## src/include/bp_consts.svh

```systemverilog
// table geometry for the branch predictor; the index and tag slices must cover pc bits 31:2 exactly
`ifndef BP_CONSTS_SVH
`define BP_CONSTS_SVH

// index into both the pht and the btb
`define BP_INDEX_BITS 11              // pc bits 12:2
`define BP_ENTRIES    2048            // must equal 2**BP_INDEX_BITS

// pc slice positions
`define BP_INDEX_LSB  2               // word aligned fetch so bits 1:0 are dropped
`define BP_TAG_BITS   19              // pc bits 31:13 sit above the index

// datapath width
`define BP_PC_BITS    32

`endif // BP_CONSTS_SVH

```

## src/rtl/bp_pkg.sv

```systemverilog
// shared types for the branch predictor; widths come from bp_consts.svh so include it first
`default_nettype none

`include "bp_consts.svh"

package bp_pkg;

    // 2-bit saturating direction counter
    // the two upper encodings predict taken
    typedef enum logic [1:0] {
        STRONG_NOT_TAKEN = 2'b00,
        WEAK_NOT_TAKEN   = 2'b01,
        WEAK_TAKEN       = 2'b10,
        STRONG_TAKEN     = 2'b11
    } pht_state_e;

    // kind of control transfer that the memory stage resolved
    typedef enum logic [1:0] {
        BR_NONE = 2'b00,                  // not a branch so no table changes
        BR_BEQ  = 2'b01,
        BR_BNE  = 2'b10,
        BR_JAL  = 2'b11                   // always resolves taken
    } br_op_e;

    // answer to fetch in the same cycle
    typedef struct packed {
        logic                    taken;   // redirect fetch
        logic [`BP_PC_BITS-1:0]  target;  // zero when not taken
    } bp_pred_t;

    // one resolved branch from the memory stage
    typedef struct packed {
        logic [`BP_PC_BITS-1:0]  pc;      // address of the branch itself
        br_op_e                  op;
        logic                    taken;   // actual outcome
        logic [`BP_PC_BITS-1:0]  target;  // actual destination if taken
    } bp_update_t;

endpackage

`default_nettype wire

```

## src/rtl/bp_update_ctrl.sv

```systemverilog
// four-phase receiver for resolved branches; requester must hold upd stable until upd_ack is high
`default_nettype none

`include "bp_consts.svh"

module bp_update_ctrl
    import bp_pkg::*;
(
    input  logic       CLK,
    input  logic       nRST,
    input  logic       upd_req,     // from the memory stage
    input  bp_update_t upd,
    output logic       upd_ack,
    output logic       wr_en,       // one cycle per accepted request
    output bp_update_t wr           // held copy of upd for both tables
);

    typedef enum logic [1:0] {
        IDLE  = 2'b00,              // waiting for req
        WRITE = 2'b01,              // drive the table strobe
        ACK   = 2'b10               // hold ack until req drops
    } upd_state_e;

    upd_state_e state;

    // control path
    // edge 0 samples req and captures
    // edge 1 raises wr_en
    // edge 2 lowers wr_en and raises ack with the tables written
    always_ff @(posedge CLK, negedge nRST) begin
        if (!nRST) begin
            state   <= IDLE;
            wr_en   <= 1'b0;
            upd_ack <= 1'b0;
        end else begin
            case (state)
                IDLE: begin
                    if (upd_req) begin
                        state <= WRITE;
                    end
                end
                WRITE: begin
                    wr_en <= 1'b1;
                    state <= ACK;
                end
                ACK: begin
                    wr_en <= 1'b0;
                    if (wr_en) begin
                        upd_ack <= 1'b1;        // write lands on this edge
                    end else if (!upd_req) begin
                        upd_ack <= 1'b0;        // phase 3 of the handshake
                        state   <= IDLE;
                    end
                end
                default: begin
                    state <= IDLE;
                end
            endcase
        end
    end

    // payload capture
    // later changes on upd are ignored until the handshake closes
    always_ff @(posedge CLK) begin
        if ((state == IDLE) && upd_req) begin
            wr <= upd;
        end
    end

    // ack only answers a live request
    a_ack_needs_req: assert property (
        @(posedge CLK) disable iff (!nRST)
        $rose(upd_ack) |-> $past(upd_req)
    ) else $error("upd_ack rose without a pending upd_req");

    // tables are written before the requester is released
    a_ack_after_write: assert property (
        @(posedge CLK) disable iff (!nRST)
        wr_en |=> upd_ack
    ) else $error("upd_ack did not follow the table write");

endmodule

`default_nettype wire

```

## config.mk

```make
export PLATFORM = sky130hd
export DESIGN_NAME = bp_update_ctrl
export DESIGN_NICKNAME = d
export VERILOG_FILES = /design/src/rtl/bp_pkg.sv /design/src/rtl/bp_update_ctrl.sv
export VERILOG_INCLUDE_DIRS = /design/src /design/src/include
export SDC_FILE = /design/constraint.sdc
export NUM_CORES = 1
export LEC_CHECK = 0
export BUFFER_PORTS_ARGS = -buffer_cell sky130_fd_sc_hd__buf_2
export CORE_MARGIN = 1
export CORE_UTILIZATION = 42
export DETAILED_ROUTE_END_ITERATION = 16
export GPL_TIMING_DRIVEN = 0
export HOLD_SLACK_MARGIN = 0.06
export PLACE_DENSITY_LB_ADDON = 0.08
export SYNTH_ARGS = -nofsm -noshare
export SYNTH_HDL_FRONTEND = slang
export SYNTH_SLANG_ARGS = --single-unit
```

## constraint.sdc

```tcl
create_clock -name CLK -period 2.3 [get_ports CLK]
set_input_delay 0.345 -clock CLK [delete_from_list [all_inputs] [get_ports CLK]]
set_output_delay 0.345 -clock CLK [all_outputs]
set_load 0.02 [all_outputs]
```

* Word level (Yosys, flattened, before mapping)
Cells that the tools add are included.
** Storage, ports and cells
- Register bits :: 71
- Bits of input ports :: 70
- Logic and storage cells :: 25
** Cells by class
- Equal/unequal tests :: 6
- Multiplexer cells :: 7
- Reduce and logical (&&, ||, !) cells :: 5
** Operator list (count)
- 2-to-1 mux 2 bit :: 3
- inequality test 2 bit (second input constant) :: 3
- one-hot mux 2 bit (3 select lines) :: 1
- AND reduction 3 bit :: 1
- == test 2 x 1 -> 1 bit (second input constant) :: 1
- == test 2 bit (second input constant) :: 1
- zero test 2 bit :: 1
- 2-to-1 mux 1 bit :: 2
- inequality test 2 x 1 -> 1 bit (second input constant) :: 1
- one-hot mux 1 bit (2 select lines) :: 1
- AND reduction 2 bit :: 1
- nonzero test 2 bit :: 1
- logical AND 1 bit :: 1

* Logic depth before layout (Yosys ltp)
- Depth in word-level cells :: 3
- Gate-level depth with buffers :: 5
- Depth with buffers taken out :: 5

* Least setup slack after synthesis
Ideal clock, no wire load.
- Path type :: register to register
- From :: reg state[0]
- To :: reg wr[0] (netlist bit) (enable)
- Library setup time :: 395 ps
- Arrival time :: 1542 ps
- Required time :: 1905 ps
- Setup slack :: 362 ps
- Stages on the path, launching flop included :: 4
- Clock period less this slack :: 1938 ps
- Cell sequence :: dfrtp_1 inv_1 ha_1 and2_2
** On the way
- Longest elaborated chain between the ends :: 2
** RTL lines
- start, declared :: line bp_update_ctrl.sv:24 : upd_state_e state;
- start signal, assigned :: line bp_update_ctrl.sv:32 : state <= IDLE;
- start signal, assigned :: line bp_update_ctrl.sv:39 : state <= WRITE;
- start signal, assigned :: line bp_update_ctrl.sv:44 : state <= ACK;
- zero test 2 bit :: line bp_update_ctrl.sv:65 : if ((state == IDLE) && upd_req) begin
- logical AND 1 bit :: line bp_update_ctrl.sv:65
- end signal, assigned :: line bp_update_ctrl.sv:66 : wr <= upd;
- end, declared :: line bp_update_ctrl.sv:15 : output bp_update_t wr
Every way passes these cells.
A chain may end at the register's enable or synchronous reset.

* Final worst setup path
- From :: reg state[0]
- To :: reg wr[4] (netlist bit) (enable)
The elaborated chain is that of the path after synthesis.

==> impl_results.md <==
* Status: finished clean
* Via Count at 1,326
* Layout Utilization at 62.4%
* 1st-iter DRT viols at 33
* Root Buffer: clkbuf_8
* Rel. slew slack at 44.3%
* Final setup margin at 477 ps
* Core Area at 0.00514 sq mm
* Crit path required time at 2240 ps
* CP cell instances: inv_1 -> ha_1 -> and2_4
* P_sw at 1030 uW
* Pre-antenna DRT Iters at 4
* PortBufs at 138
* Die area at 0.00565 sq mm
* Vias per cell at 4.26
* Post-DP HPWL at 2.91 mm
* Worst r2r path cells at 3
* Register Area at 0.00211 sq mm
* Post-route setup TNS at 0 ps
* Power share of the clock group at 24.7%
* # nets final at 312
* Distinct cells, synth at 10
* H-tree depth at 3
* Max Clock Skew at 4.56 ps
* Initial antenna violation count at 0
* Fin crit period at 1820 ps
* Reg2Reg Capture Point: wr[4]
* Worst Setup SP: state[0]
* Worst Setup EP: wr[4]
* Final period utilization at 79.3%
* Int Pwr at 2510 uW
* Setup slack on the worst flop-to-flop path at 480 ps
* Area of the multi-input gates at 118 sq um
* CP Class: flip-flop to flip-flop
* Synthesized net count at 162
* Setup WS pre-CTS at 22.6 ps
* Grt total ovfl at 0
* Clock sink total at 71
* Die width at 75.1 microns
* Crit-path slowest cell: and2_4
* Worst path arrival time at 1770 ps
* Crit. path cell count at 3
* GRT Total Usage at 13.7%
* Clk Latency, worst-skew pair at 320 ps
* Clock slew at reported path FFs at 70 ps
* Class of the tightest hold or removal check: input pin to flip-flop
* Num ports at 139
* Area growth, synth to finish at 42.7%
* Most frequent cells in the layout: buf_2 (138), edfxtp_1 (67), clkbuf_8 (9)
* Crit-path max FO at 67
* Seq/Total Area, Yosys at 94.0%
* Buffers & Inverters on Critical Path at 1
* Die Span Y at 75.1 microns
* Postcts setup bufs at 0
* Initial Util at 43.7%
* Cell Rows at 26
* Reg power frac at 51.3%
* Fillcell total at 404
* Power, Total at 3540 uW
* Max-slew violations at 0
* Synth Instances at 88
* RSZ-0062 raised after global routing: no
* DRC Markers at 0
* Fmax at 548 MHz
* First-pass GRT wire length at 5.18 mm
* Post-DRT Antenna Nets at 0
* Final hold vios at 0
* TritonCTS clock tree: yes
* CP Capture Type: flip-flop
* Delay-heaviest family, CP: simple AND/OR/NAND/NOR gates
* Layout cells sized above 1 at 63.1%
* Mapped Area at 0.00225 sq mm
* Placed Area at 0.00303 sq mm
* RR Startpoint: state[0]
* Slew @ Worst Pin at 836 ps
* Routability congestion estimate from global placement at 0.712
* Synthesized flop and latch total at 71
* Pin count of the biggest net entering global routing at 68
* CP startpoint kind: flip-flop
* Avg Inst Size Synth at 25.5 sq um
* Most common cell after layout, fill and taps aside: buf_2
* Setup violations, final at 0
* Vias in the first global route at 1,223
* VDD IR max at 0.798 mV
* Synth warnings at 0
* Final WL at 4.05 mm
* Power per Cell Area at 1100 mW/mm^2
* Final instance area at 0.00321 sq mm
* Logic pwr share at 24.0%
* Drt wl/cell at 13.0 microns
* Leakage at 0.00138 uW
* Sw frac at 29.1%
* MaxCap Viol Count at 0
* Number of diodes at 0
* Total clock buffers created by CTS at 9
* Clock Path Buffers at 2
* Max stage delay on crit path at 690 ps
Yosys cell counts:
| library cell | instances | share of area (%) |
|---|---|---|
| and2_2 | 1 | 0.33 |
| edfxtp_1 | 67 | 90 |
| dfrtp_1 | 4 | 4.5 |
| o21ai_0 | 2 | 0.45 |
| a21oi_2 | 1 | 0.39 |
| mux2_2 | 2 | 1.0 |
| ha_1 | 4 | 2.2 |
| o21a_1 | 1 | 0.33 |
| inv_1 | 5 | 0.84 |
| mux2i_1 | 1 | 0.45 |
layout make-up:
class / count / area share [%]
Sequential cell: 71 / 65.9
Timing Repair Buffer: 139 / 21.9
Clock buffer: 12 / 4.22
Multi-Input combinational cell: 12 / 3.67
Tap cell: 70 / 2.73
Clock inverter: 2 / 1.05
Inverter: 5 / 0.585
per-stage QoR:
stage,instances,hold slack [ps]
3_5_place_dp,296,156
4_1_cts,311,183
2_1_floorplan,88,49.4
3_3_place_gp,296,150
6_report,311,196
5_1_grt,311,169
sequential cells by signal, indices dropped and copies added, names as in the netlist:
register / cells
upd_ack: 1
wr: 67
wr_en: 1
state: 2
how the worst min path moves through the flow:
stage                       start        to  slack [ps]  depth (start not counted)
after global routing      upd[44]    wr[44]         170                          1
after CTS                 upd[59]    wr[59]         180                          1
after global placement       nRST     wr_en         150                          1
after floorplan              nRST  state[0]          50                          0
after detailed placement     nRST  state[0]         160                          1
final                     upd[35]    wr[35]         200                          1
what timing repair did:
item / in CTS / in global routing
endpoints found under the hold margin: 4 / 0
resized for setup: 0 / 0
hold buffers: 1 / 0
power groups by stage:
stage | registers [uW] | logic (uW) | clock network, uW
after floorplan | 2160 | 224 | 0
after global placement | 1840 | 825 | 0
after detailed placement | 1850 | 852 | 0
after CTS | 1830 | 856 | 897
after global routing | 1840 | 916 | 948
final | 1820 | 849 | 874
cells by family after synthesis:
family | after synthesis | share of synthesized area (%)
adders and majority gates | 4 | 2.23
AOI/OAI and AO/OA | 4 | 1.17
muxes | 3 | 1.45
DFF | 71 | 94.0
buffers and inverters | 5 | 0.835
and+or+nand+nor | 1 | 0.334
per-layer routing:
| metal | vias up | routed length [microns] | GRT usage, % |
|---|---|---|---|
| li1 | 637 | - | - |
| met1 | 605 | 1450 | 12.2 |
| met2 | 76 | 2120 | 23.6 |
| met3 | 8 | 411 | 7.50 |
| met4 | 0 | 68 | 9.05 |
| met5 | - | 0 | 0 |
Power figures use the tool's default switching activity.
